==> src/tlb_pkg.sv <==
// TLB region shared definitions
package tlb_pkg;

    // ------------------------------------------------------------------
    // Address geometry
    // ------------------------------------------------------------------
    localparam int VADDR_BITS  = 32;
    localparam int PADDR_BITS  = 32;
    localparam int PG_BITS     = 12;
    localparam int TLB_ORDER   = 4;
    localparam int TLB_ENTRIES = 1 << TLB_ORDER;
    localparam int TAG_BITS    = VADDR_BITS - PG_BITS - TLB_ORDER;
    localparam int PPN_BITS    = PADDR_BITS - PG_BITS;
    localparam int LEN_BITS    = 16;

    // Host bus
    localparam int WB_ADDR_BITS = 8;
    localparam int WB_DATA_BITS = 32;

    // ------------------------------------------------------------------
    // Register map
    // ------------------------------------------------------------------
    localparam logic [WB_ADDR_BITS-1:0] REG_ENTRY_HI  = 8'h00;
    localparam logic [WB_ADDR_BITS-1:0] REG_ENTRY_LO  = 8'h04;
    localparam logic [WB_ADDR_BITS-1:0] REG_COMMIT    = 8'h08;
    localparam logic [WB_ADDR_BITS-1:0] REG_CTRL      = 8'h0C;
    localparam logic [WB_ADDR_BITS-1:0] REG_PF_VADDR  = 8'h10;
    localparam logic [WB_ADDR_BITS-1:0] REG_PF_STATUS = 8'h14;

    // ------------------------------------------------------------------
    // Types
    // ------------------------------------------------------------------
    typedef struct packed {
        logic                valid;
        logic                writable;
        logic [TAG_BITS-1:0] tag;
        logic [PPN_BITS-1:0] ppn;
    } tlb_entry_t;

    typedef struct packed {
        logic [VADDR_BITS-1:0] vaddr;
        logic [LEN_BITS-1:0]   len;
    } tlb_req_t;

    typedef struct packed {
        logic [PADDR_BITS-1:0] paddr;
        logic [LEN_BITS-1:0]   len;
    } dma_req_t;

    // Staged halves, each one full host word
    typedef struct packed {
        logic                                valid;
        logic [TAG_BITS-1:0]                 tag;
        logic [WB_DATA_BITS-TAG_BITS-2:0]    padding;
    } entry_hi_t;

    typedef struct packed {
        logic                                writable;
        logic [PPN_BITS-1:0]                 ppn;
        logic [WB_DATA_BITS-PPN_BITS-2:0]    padding;
    } entry_lo_t;

    typedef union packed {
        entry_hi_t hi;
        entry_lo_t lo;
    } tlb_stage_u;

    typedef struct packed {
        logic                    cyc;
        logic                    stb;
        logic                    we;
        logic [WB_ADDR_BITS-1:0] adr;
        logic [WB_DATA_BITS-1:0] dat;
    } wb_req_t;

    typedef struct packed {
        logic                    ack;
        logic [WB_DATA_BITS-1:0] dat;
    } wb_rsp_t;

    typedef struct packed {
        logic [VADDR_BITS-1:0] vaddr;
        logic                  wr;
    } pf_info_t;

endpackage

==> src/tlb_table.sv <==
// Direct-mapped TLB storage
`timescale 1ns/100ps

module tlb_table (
    input  logic                          aclk,
    input  logic                          aresetn,
    input  logic                          wr_en,
    input  logic [tlb_pkg::TLB_ORDER-1:0] wr_idx,
    input  tlb_pkg::tlb_entry_t           wr_entry,
    input  logic [tlb_pkg::TLB_ORDER-1:0] rd_idx,
    output tlb_pkg::tlb_entry_t           rd_entry
);
    import tlb_pkg::*;

    // Valid bits are kept apart so they can be cleared on reset
    logic [TLB_ENTRIES-1:0] valid_q;
    logic                   wrt_q [TLB_ENTRIES];
    logic [TAG_BITS-1:0]    tag_q [TLB_ENTRIES];
    logic [PPN_BITS-1:0]    ppn_q [TLB_ENTRIES];

    // ------------------------------------------------------------------
    // Write port
    // ------------------------------------------------------------------
    always_ff @(posedge aclk or negedge aresetn) begin
        if (!aresetn) begin
            valid_q <= '0;
        end else if (wr_en) begin
            valid_q[wr_idx] <= wr_entry.valid;
        end
    end

    always_ff @(posedge aclk) begin
        if (wr_en) begin
            wrt_q[wr_idx] <= wr_entry.writable;
            tag_q[wr_idx] <= wr_entry.tag;
            ppn_q[wr_idx] <= wr_entry.ppn;
        end
    end

    // ------------------------------------------------------------------
    // Registered read port, old data on a same-index collision
    // ------------------------------------------------------------------
    always_ff @(posedge aclk) begin
        rd_entry.valid    <= valid_q[rd_idx];
        rd_entry.writable <= wrt_q[rd_idx];
        rd_entry.tag      <= tag_q[rd_idx];
        rd_entry.ppn      <= ppn_q[rd_idx];
    end

endmodule

==> src/tlb_cnfg_slave.sv <==
// TLB configuration register slave
`timescale 1ns/100ps

module tlb_cnfg_slave (
    input  logic                          aclk,
    input  logic                          aresetn,
    input  tlb_pkg::wb_req_t              wb_req,
    output tlb_pkg::wb_rsp_t              wb_rsp,
    output logic                          tbl_wr_en,
    output logic [tlb_pkg::TLB_ORDER-1:0] tbl_wr_idx,
    output tlb_pkg::tlb_entry_t           tbl_wr_entry,
    input  logic                          pf_report,
    input  tlb_pkg::pf_info_t             pf_info,
    output logic                          pf_clear,
    output logic                          decouple,
    output logic                          pf_irq
);
    import tlb_pkg::*;

    logic                    ack_q;
    logic                    served_q;
    logic [WB_DATA_BITS-1:0] rdata_q;
    logic                    access;
    logic                    wr_fire;
    tlb_stage_u              wdata;
    entry_hi_t               hi_q;
    entry_lo_t               lo_q;
    logic                    decouple_q;
    logic                    pf_pending_q;
    logic                    pf_clear_q;
    pf_info_t                pf_q;

    // ------------------------------------------------------------------
    // Bus handshake
    // ------------------------------------------------------------------
    // One ack per strobe, held off until stb drops
    assign access  = wb_req.cyc && wb_req.stb && !ack_q && !served_q;
    assign wr_fire = access && wb_req.we;
    assign wdata   = wb_req.dat;

    always_ff @(posedge aclk or negedge aresetn) begin
        if (!aresetn) begin
            ack_q    <= 1'b0;
            served_q <= 1'b0;
        end else begin
            ack_q <= access;
            if (!(wb_req.cyc && wb_req.stb)) begin
                served_q <= 1'b0;
            end else if (ack_q) begin
                served_q <= 1'b1;
            end
        end
    end

    // Read data lands together with ack
    always_ff @(posedge aclk) begin
        if (access) begin
            case (wb_req.adr)
                REG_ENTRY_HI:  rdata_q <= hi_q;
                REG_ENTRY_LO:  rdata_q <= lo_q;
                REG_CTRL:      rdata_q <= {{(WB_DATA_BITS-1){1'b0}}, decouple_q};
                REG_PF_VADDR:  rdata_q <= pf_q.vaddr;
                REG_PF_STATUS: rdata_q <= {{(WB_DATA_BITS-2){1'b0}}, pf_q.wr, pf_pending_q};
                default:       rdata_q <= '0;
            endcase
        end
    end

    assign wb_rsp = '{ack: ack_q, dat: rdata_q};

    // ------------------------------------------------------------------
    // Entry staging and commit
    // ------------------------------------------------------------------
    always_ff @(posedge aclk) begin
        if (wr_fire && wb_req.adr == REG_ENTRY_HI) begin
            hi_q <= wdata.hi;
        end
        if (wr_fire && wb_req.adr == REG_ENTRY_LO) begin
            lo_q <= wdata.lo;
        end
        // Fault details from whichever engine holds the lock
        if (pf_report) begin
            pf_q <= pf_info;
        end
    end

    assign tbl_wr_en    = wr_fire && wb_req.adr == REG_COMMIT;
    assign tbl_wr_idx   = wb_req.dat[TLB_ORDER-1:0];
    assign tbl_wr_entry = '{valid: hi_q.valid, writable: lo_q.writable,
                            tag: hi_q.tag, ppn: lo_q.ppn};

    // ------------------------------------------------------------------
    // Control and page fault state
    // ------------------------------------------------------------------
    always_ff @(posedge aclk or negedge aresetn) begin
        if (!aresetn) begin
            decouple_q   <= 1'b0;
            pf_pending_q <= 1'b0;
            pf_clear_q   <= 1'b0;
        end else begin
            pf_clear_q <= 1'b0;
            if (wr_fire && wb_req.adr == REG_CTRL) begin
                decouple_q <= wb_req.dat[0];
            end
            if (wr_fire && wb_req.adr == REG_PF_STATUS) begin
                pf_pending_q <= 1'b0;
                pf_clear_q   <= 1'b1;
            end else if (pf_report) begin
                pf_pending_q <= 1'b1;
            end
        end
    end

    assign decouple = decouple_q;
    assign pf_clear = pf_clear_q;
    assign pf_irq   = pf_pending_q;

endmodule

==> src/tlb_lock.sv <==
// TLB read port lock
`timescale 1ns/100ps

module tlb_lock (
    input  logic                          aclk,
    input  logic                          aresetn,
    input  logic                          rd_lock,
    input  logic                          wr_lock,
    input  logic                          rd_unlock,
    input  logic                          wr_unlock,
    output logic                          rd_grant,
    output logic                          wr_grant,
    input  logic [tlb_pkg::TLB_ORDER-1:0] rd_idx,
    input  logic [tlb_pkg::TLB_ORDER-1:0] wr_idx,
    output logic [tlb_pkg::TLB_ORDER-1:0] tbl_idx
);

    typedef enum logic [1:0] {
        LK_FREE,
        LK_RD,
        LK_WR
    } lock_t;

    lock_t state_q;

    // Read side wins when both ask in the same cycle
    always_ff @(posedge aclk or negedge aresetn) begin
        if (!aresetn) begin
            state_q <= LK_FREE;
        end else begin
            case (state_q)
                LK_FREE: begin
                    if (rd_lock) begin
                        state_q <= LK_RD;
                    end else if (wr_lock) begin
                        state_q <= LK_WR;
                    end
                end
                LK_RD:   if (rd_unlock) state_q <= LK_FREE;
                LK_WR:   if (wr_unlock) state_q <= LK_FREE;
                default: state_q <= LK_FREE;
            endcase
        end
    end

    assign rd_grant = state_q == LK_RD;
    assign wr_grant = state_q == LK_WR;

    // Holder drives the table index
    assign tbl_idx = (state_q == LK_WR) ? wr_idx : rd_idx;

endmodule

==> src/tlb_fsm.sv <==
// TLB translation engine
`timescale 1ns/100ps

module tlb_fsm #(
    parameter bit IS_WR = 1'b0
) (
    input  logic                          aclk,
    input  logic                          aresetn,
    input  tlb_pkg::tlb_req_t             req,
    input  logic                          req_valid,
    output logic                          req_ready,
    input  logic                          decouple,
    output logic                          lock,
    output logic                          unlock,
    input  logic                          grant,
    output logic [tlb_pkg::TLB_ORDER-1:0] lookup_idx,
    input  tlb_pkg::tlb_entry_t           entry,
    output logic                          pf_report,
    output tlb_pkg::pf_info_t             pf_info,
    input  logic                          pf_clear,
    output tlb_pkg::dma_req_t             dma,
    output logic                          dma_valid,
    input  logic                          dma_ready
);
    import tlb_pkg::*;

    typedef enum logic [2:0] {
        ST_IDLE,
        ST_LOCK,
        ST_CMP,
        ST_FAULT,
        ST_SEND
    } state_t;

    state_t                state_q;
    logic [VADDR_BITS-1:0] addr_q;
    logic [LEN_BITS-1:0]   rem_q;
    dma_req_t              dma_q;
    logic [PG_BITS:0]      pg_rem;
    logic [LEN_BITS-1:0]   chunk_len;
    logic                  last;
    logic                  hit;
    logic                  xfer;

    // ------------------------------------------------------------------
    // Chunk and lookup
    // ------------------------------------------------------------------
    // Bytes left to the end of the current page
    assign pg_rem    = {1'b1, {PG_BITS{1'b0}}} - {1'b0, addr_q[PG_BITS-1:0]};
    assign chunk_len = (rem_q <= LEN_BITS'(pg_rem)) ? rem_q : LEN_BITS'(pg_rem);
    assign last      = rem_q == chunk_len;

    assign lookup_idx = addr_q[PG_BITS +: TLB_ORDER];
    assign hit = entry.valid && (entry.tag == addr_q[VADDR_BITS-1 -: TAG_BITS]) &&
                 (!IS_WR || entry.writable);

    assign xfer = (state_q == ST_SEND) && dma_ready;

    // ------------------------------------------------------------------
    // State
    // ------------------------------------------------------------------
    always_ff @(posedge aclk or negedge aresetn) begin
        if (!aresetn) begin
            state_q <= ST_IDLE;
        end else begin
            case (state_q)
                ST_IDLE:  if (req_valid && req_ready) state_q <= ST_LOCK;
                ST_LOCK:  if (grant) state_q <= ST_CMP;
                ST_CMP:   state_q <= hit ? ST_SEND : ST_FAULT;
                // Lock stays held, the retry reads the same index
                ST_FAULT: if (pf_clear) state_q <= ST_CMP;
                ST_SEND: begin
                    if (dma_ready) begin
                        state_q <= last ? ST_IDLE : ST_LOCK;
                    end
                end
                default:  state_q <= ST_IDLE;
            endcase
        end
    end

    // ------------------------------------------------------------------
    // Datapath
    // ------------------------------------------------------------------
    always_ff @(posedge aclk) begin
        if (state_q == ST_IDLE && req_valid && req_ready) begin
            addr_q <= req.vaddr;
            rem_q  <= (req.len == '0) ? LEN_BITS'(1) : req.len;
        end else if (xfer) begin
            addr_q <= addr_q + VADDR_BITS'(chunk_len);
            rem_q  <= rem_q - chunk_len;
        end

        if (state_q == ST_CMP && hit) begin
            dma_q.paddr <= {entry.ppn, addr_q[PG_BITS-1:0]};
            dma_q.len   <= chunk_len;
        end
    end

    // No request is taken while reset is applied
    assign req_ready = aresetn && (state_q == ST_IDLE) && !decouple;
    assign lock      = state_q == ST_LOCK;
    assign unlock    = xfer;
    assign pf_report = (state_q == ST_CMP) && !hit;
    assign pf_info   = '{vaddr: addr_q, wr: IS_WR};
    assign dma       = dma_q;
    assign dma_valid = state_q == ST_SEND;

endmodule

==> src/tlb_region_top.sv <==
// TLB region top level
`timescale 1ns/100ps

module tlb_region_top (
    input  logic                aclk,
    input  logic                aresetn,
    input  tlb_pkg::wb_req_t    wb_req,
    output tlb_pkg::wb_rsp_t    wb_rsp,
    input  tlb_pkg::tlb_req_t   rd_req,
    input  logic                rd_req_valid,
    output logic                rd_req_ready,
    input  tlb_pkg::tlb_req_t   wr_req,
    input  logic                wr_req_valid,
    output logic                wr_req_ready,
    output tlb_pkg::dma_req_t   rd_dma,
    output logic                rd_dma_valid,
    input  logic                rd_dma_ready,
    output tlb_pkg::dma_req_t   wr_dma,
    output logic                wr_dma_valid,
    input  logic                wr_dma_ready,
    output logic                decouple,
    output logic                pf_irq
);
    import tlb_pkg::*;

    logic                 tbl_wr_en;
    logic [TLB_ORDER-1:0] tbl_wr_idx;
    tlb_entry_t           tbl_wr_entry;
    logic [TLB_ORDER-1:0] tbl_rd_idx;
    tlb_entry_t           tbl_rd_entry;
    logic                 rd_lock, wr_lock, rd_unlock, wr_unlock;
    logic                 rd_grant, wr_grant;
    logic [TLB_ORDER-1:0] rd_idx, wr_idx;
    logic                 rd_pf_report, wr_pf_report, pf_report, pf_clear;
    pf_info_t             rd_pf_info, wr_pf_info, pf_info;

    // Only the lock holder can fault
    assign pf_report = rd_pf_report || wr_pf_report;
    assign pf_info   = rd_pf_report ? rd_pf_info : wr_pf_info;

    // ------------------------------------------------------------------
    // Config slave, table and lock
    // ------------------------------------------------------------------
    tlb_cnfg_slave inst_cnfg_slave (
        .aclk(aclk), .aresetn(aresetn),
        .wb_req(wb_req), .wb_rsp(wb_rsp),
        .tbl_wr_en(tbl_wr_en), .tbl_wr_idx(tbl_wr_idx), .tbl_wr_entry(tbl_wr_entry),
        .pf_report(pf_report), .pf_info(pf_info), .pf_clear(pf_clear),
        .decouple(decouple), .pf_irq(pf_irq)
    );

    tlb_table inst_table (
        .aclk(aclk), .aresetn(aresetn),
        .wr_en(tbl_wr_en), .wr_idx(tbl_wr_idx), .wr_entry(tbl_wr_entry),
        .rd_idx(tbl_rd_idx), .rd_entry(tbl_rd_entry)
    );

    tlb_lock inst_lock (
        .aclk(aclk), .aresetn(aresetn),
        .rd_lock(rd_lock), .wr_lock(wr_lock),
        .rd_unlock(rd_unlock), .wr_unlock(wr_unlock),
        .rd_grant(rd_grant), .wr_grant(wr_grant),
        .rd_idx(rd_idx), .wr_idx(wr_idx), .tbl_idx(tbl_rd_idx)
    );

    // ------------------------------------------------------------------
    // Translation engines
    // ------------------------------------------------------------------
    tlb_fsm #(.IS_WR(1'b0)) inst_fsm_rd (
        .aclk(aclk), .aresetn(aresetn),
        .req(rd_req), .req_valid(rd_req_valid), .req_ready(rd_req_ready),
        .decouple(decouple),
        .lock(rd_lock), .unlock(rd_unlock), .grant(rd_grant),
        .lookup_idx(rd_idx), .entry(tbl_rd_entry),
        .pf_report(rd_pf_report), .pf_info(rd_pf_info), .pf_clear(pf_clear),
        .dma(rd_dma), .dma_valid(rd_dma_valid), .dma_ready(rd_dma_ready)
    );

    tlb_fsm #(.IS_WR(1'b1)) inst_fsm_wr (
        .aclk(aclk), .aresetn(aresetn),
        .req(wr_req), .req_valid(wr_req_valid), .req_ready(wr_req_ready),
        .decouple(decouple),
        .lock(wr_lock), .unlock(wr_unlock), .grant(wr_grant),
        .lookup_idx(wr_idx), .entry(tbl_rd_entry),
        .pf_report(wr_pf_report), .pf_info(wr_pf_info), .pf_clear(pf_clear),
        .dma(wr_dma), .dma_valid(wr_dma_valid), .dma_ready(wr_dma_ready)
    );

endmodule

==> config.mk <==
export PLATFORM = sky130hd
export DESIGN_NAME = tlb_region_top
export DESIGN_NICKNAME = d
export VERILOG_FILES = /design/src/tlb_pkg.sv /design/src/tlb_table.sv /design/src/tlb_cnfg_slave.sv /design/src/tlb_lock.sv /design/src/tlb_fsm.sv /design/src/tlb_region_top.sv
export SDC_FILE = /design/constraint.sdc
export NUM_CORES = 1
export LEC_CHECK = 0
export BUFFER_PORTS_ARGS = -buffer_cell sky130_fd_sc_hd__clkbuf_2
export CAP_MARGIN = 15
export CORE_MARGIN = 2
export CORE_UTILIZATION = 45
export DETAILED_ROUTE_END_ITERATION = 12
export PLACE_DENSITY = 0.65
export SKIP_LAST_GASP = 1
export SYNTH_ARGS = -nofsm -noshare
export SYNTH_HDL_FRONTEND = slang
export SYNTH_SLANG_ARGS = --single-unit
==> constraint.sdc <==
create_clock -name aclk -period 7.4 [get_ports aclk]
set_input_delay 1.48 -clock aclk [delete_from_list [all_inputs] [get_ports aclk]]
set_output_delay 1.48 -clock aclk [all_outputs]
set_load 0.02 [all_outputs]
==> metrics.yaml <==
status: "completed"
die_area_mm2: 0.0951
tritoncts: "yes"
worst_pin_slew_ns: 1.04
antenna_found_initial: 5
dp_slack_ns: 0.817
p_sw_mw: 3.21
clkPwrFrac: 0.382
wl_mm: 110
grt_pass1_wl_mm: 160
cts_root_buffer: "clkbuf_16"
synth_top_family_by_area: "multiplexers"
synth_seq_cells: 980
p_per_area_mw_per_mm2: 272
path_class: "reg2reg"
cp-start-kind: "register"
drtAntennaViolNets: 0
core_mm2: 0.0918
critical_path_peak_fanout: 11
min_period_over_period: 0.901
crit_end: "inst_fsm_rd.rem_q[15]$_DFFE_PP_"
ff2ff_setup_slack_ns: 0.73
stdcell_area_mm2: 0.0480
worst_slack_ns: 0.732
finClkSkew_ns: 0.0331
synth.distinct_cells: 68
crit_required_ns: 7.78
cts.htree.levels: 3
drcViolationCount: 0
row_count: 111
switching_share: 0.246
min_path_type: "reg2reg"
total_power_mw: 13.1
p_comb_frac: 0.123
routed_via_density: 5.79
layout-drive-gt1-share: 0.249
ctsHoldBuffers: 0
muxShareOfSynthArea: 0.109
nets: 3133
clock_sinks: 980
synth-main-ff-cell: "edfxtp_1"
clock_path_buffers: 3
syn_inst: 2566
floorplan.initialDensity: 0.454
die_height_um: 308
grtUsageTotal: 0.229
cap_violations: 0
period_minus_slack_ns: 6.67
cp-end-kind: "register"
die_x_um: 308
ys_warn_count: 0
crit_arrival_ns: 7.05
wl_per_cell_um: 25.9
vias: 24500
synth-compound-area-share: 0.0625
worst_r2r_path_depth: 24
worstSetupStartpoint: "inst_fsm_rd.addr_q[1]$_DFFE_PP_"
path_clk_slew_ns: 0.07
drt_iter0_drc: 2679
drtPass1Iterations: 9
seq_area_frac_synth: 0.693
synth_async_sr_flop_share: 0.0296
maxSlewHeadroom: 0.305
synthAdderAreaFrac: 0.0277
portBuffers: 279
post-cts-setup-buffers: 0
post-dp-hpwl_mm: 69.8
power_frac_seq: 0.495
p_leak_nw: 16.8
max_freq_mhz: 150
ir_worst_vdd_v: 0.000223
synth_area_per_cell_um2: 16.2
ios: 280
hold_viol: 0
place_area_mm2: 0.0448
rsz0062_at_grt: "no"
reg2reg_from: "inst_fsm_rd.addr_q[1]$_DFFE_PP_"
synth_edf_count: 913
cts_inserted_buffers: 99
area_growth_pct: 15.2
clock_latency_ns: 0.68
fin_setup_tns_ns: 0
synth_area_mm2: 0.0417
rr_endpoint: "inst_fsm_rd.rem_q[15]$_DFFE_PP_"
gp_congestion: 0.954
maxSlewViolCount: 0
p_int_mw: 9.84
synthSimpleGateAreaFrac: 0.0593
ctsResizeCount: 0
synth_xor_area_frac: 0.0275
grt_max_degree: 153
grt_overflow: 0
grt_pass1_vias: 24200
fillCellCount: 7476
setup_viol: 0
-- power by group through the flow --
stage	combinational [mW]	clock, mW	sequential (mW)
6_report	1.60	4.99	6.46
2_1_floorplan	1.19	0	6.47
3_5_place_dp	1.60	0	6.57
4_1_cts	1.61	5.06	6.46
5_1_grt	1.75	5.26	6.47
3_3_place_gp	1.57	0	6.57
-- how the worst min path moves through the flow --
| stage | cells after the start | startpoint | endpoint | slack [ns] |
|---|---|---|---|---|
| finish | 0 | inst_table.rd_entry[17]$_DFF_P_ | inst_fsm_wr.dma[45]$_DFFE_PP_ | 0.43 |
| global route | 0 | inst_table.rd_entry[7]$_DFF_P_ | inst_fsm_wr.dma[35]$_DFFE_PP_ | 0.44 |
| CTS | 0 | inst_table.rd_entry[17]$_DFF_P_ | inst_fsm_wr.dma[45]$_DFFE_PP_ | 0.43 |
| detailed placement | 0 | inst_table.rd_entry[9]$_DFF_P_ | inst_fsm_rd.dma[37]$_DFFE_PP_ | 0.41 |
| global placement | 0 | inst_table.rd_entry[18]$_DFF_P_ | inst_fsm_wr.dma[46]$_DFFE_PP_ | 0.41 |
| floorplan | 0 | inst_table.rd_entry[0]$_DFF_P_ | inst_fsm_rd.dma[28]$_DFFE_PP_ | 0.40 |
-- critical path: stages (launching register included) --
cell      delay [ns]
edfxtp_1        0.45
inv_1           0.17
ha_1            0.21
nand2_1         0.10
or3_1           0.36
or3_1           0.41
nor3_1          0.20
xnor2_1         0.21
inv_1           0.08
ha_1            0.29
and3_1          0.16
nand3_1         0.11
or3_1           0.40
a21oi_2         0.58
buf_4           0.32
mux2i_1         0.34
ha_1            0.31
nand2b_1        0.10
a21oi_1         0.11
or4_1           0.47
a211oi_2        0.36
a21oi_1         0.16
nor3_1          0.23
xnor2_1         0.14
o21ai_1         0.09
-- state kept, by name (all words and copies together) (netlist names), 32 cells and up --
| register | cells |
|---|---|
| inst_table.rd_entry | 38 |
| inst_fsm_wr.addr_q | 32 |
| inst_cnfg_slave.rdata_q | 32 |
| inst_cnfg_slave.tbl_wr_entry | 38 |
| inst_cnfg_slave.pf_q | 33 |
| inst_table.tag_q | 256 |
| inst_table.ppn_q | 320 |
| inst_fsm_wr.dma | 48 |
| inst_fsm_rd.addr_q | 32 |
| inst_fsm_rd.dma | 48 |
-- cells by family after synthesis --
logic type	count (synthesis)
adder cells (fa/ha/maj)	90
flip-flops	980
buffers and inverters	188
AND/OR/NAND/NOR	524
AO/OA/AOI/OAI	398
multiplexers	254
other	1
XOR/XNOR	131
-- through the flow --
| stage | cells | util | hold WS (ns) |
|---|---|---|---|
| final | 4228 | 0.523 | 0.427 |
| after global routing | 4227 | 0.523 | 0.440 |
| after CTS | 4225 | 0.523 | 0.426 |
| after detailed placement | 4040 | 0.488 | 0.412 |
| after global placement | 4039 | 0.487 | 0.408 |
| after floorplan | 2577 | - | 0.404 |
-- synth_stat cells, types with 5 or more instances --
master,number,share of area
a211o_1,5,0.0011
a211oi_1,48,0.0086
a21o_1,28,0.0050
a21oi_1,94,0.011
a222oi_1,31,0.0074
a31oi_1,44,0.0066
and2_1,43,0.0065
and3_1,9,0.0014
and4_1,5,0.0011
buf_2,18,0.0022
buf_4,7,0.0013
buf_6,14,0.0038
clkbuf_1,64,0.0058
dfrtp_1,29,0.017
dfxtp_1,38,0.018
edfxtp_1,913,0.66
ha_1,86,0.026
inv_1,83,0.0075
mux2_2,66,0.018
mux2i_1,30,0.0072
mux4_2,152,0.082
nand2_1,198,0.018
nand2b_1,21,0.0032
nand3_1,25,0.0030
nand4_1,18,0.0027
nor2_1,111,0.010
nor2b_1,9,0.0014
nor3_1,38,0.0046
nor4_1,19,0.0029
o2111ai_1,6,0.0013
o21a_1,9,0.0016
o21ai_0,80,0.0096
o21ai_1,10,0.0012
o21bai_1,7,0.0013
o31ai_1,8,0.0014
or3_1,9,0.0014
or4_1,6,0.0011
xnor2_1,60,0.013
xor2_1,71,0.015
-- per-layer routing --
layer	vias to the layer above	routed length [um]	track usage
li1	10700	-	-
met1	12500	45000	0.318
met4	4	5080	0.107
met3	222	8420	0.0387
met2	1057	51100	0.355
met5	-	18	0
-- layout by cell type (no fill, tap or decap), types with 10 or more instances in the layout --
cell	n
a222oi_1	31
conb_1	12
inv_1	83
a21o_1	28
o21ai_0	80
and2_1	42
a211oi_1	48
nand4_1	18
nor4_1	16
nor2_1	98
edfxtp_1	913
clkbuf_16	101
mux4_2	152
nand2b_1	21
clkinv_2	13
nor2_4	12
nand3_1	25
mux2i_1	28
xor2_1	71
a21oi_1	94
clkbuf_1	24
xnor2_1	60
nand2_1	196
mux2_2	66
clkbuf_2	279
a31oi_1	43
clkinv_1	10
nor3_1	31
ha_1	86
dfrtp_1	29
dfxtp_1	38
clkbuf_8	19
buf_4	42
-- layout make-up --
| class | count | area (um2) | area share |
|---|---|---|---|
| diodes | 3 | 7.51 | 0.000156 |
| clock buffers | 144 | 2880 | 0.0599 |
| flip-flops and latches | 980 | 28900 | 0.602 |
| well taps | 1243 | 1560 | 0.0324 |
| clock inverters | 41 | 390 | 0.00813 |
| repair buffers | 325 | 1800 | 0.0375 |
| multi-input cells | 1409 | 12200 | 0.254 |
| inverters | 83 | 312 | 0.00649 |
Power figures use the tool's default switching activity.
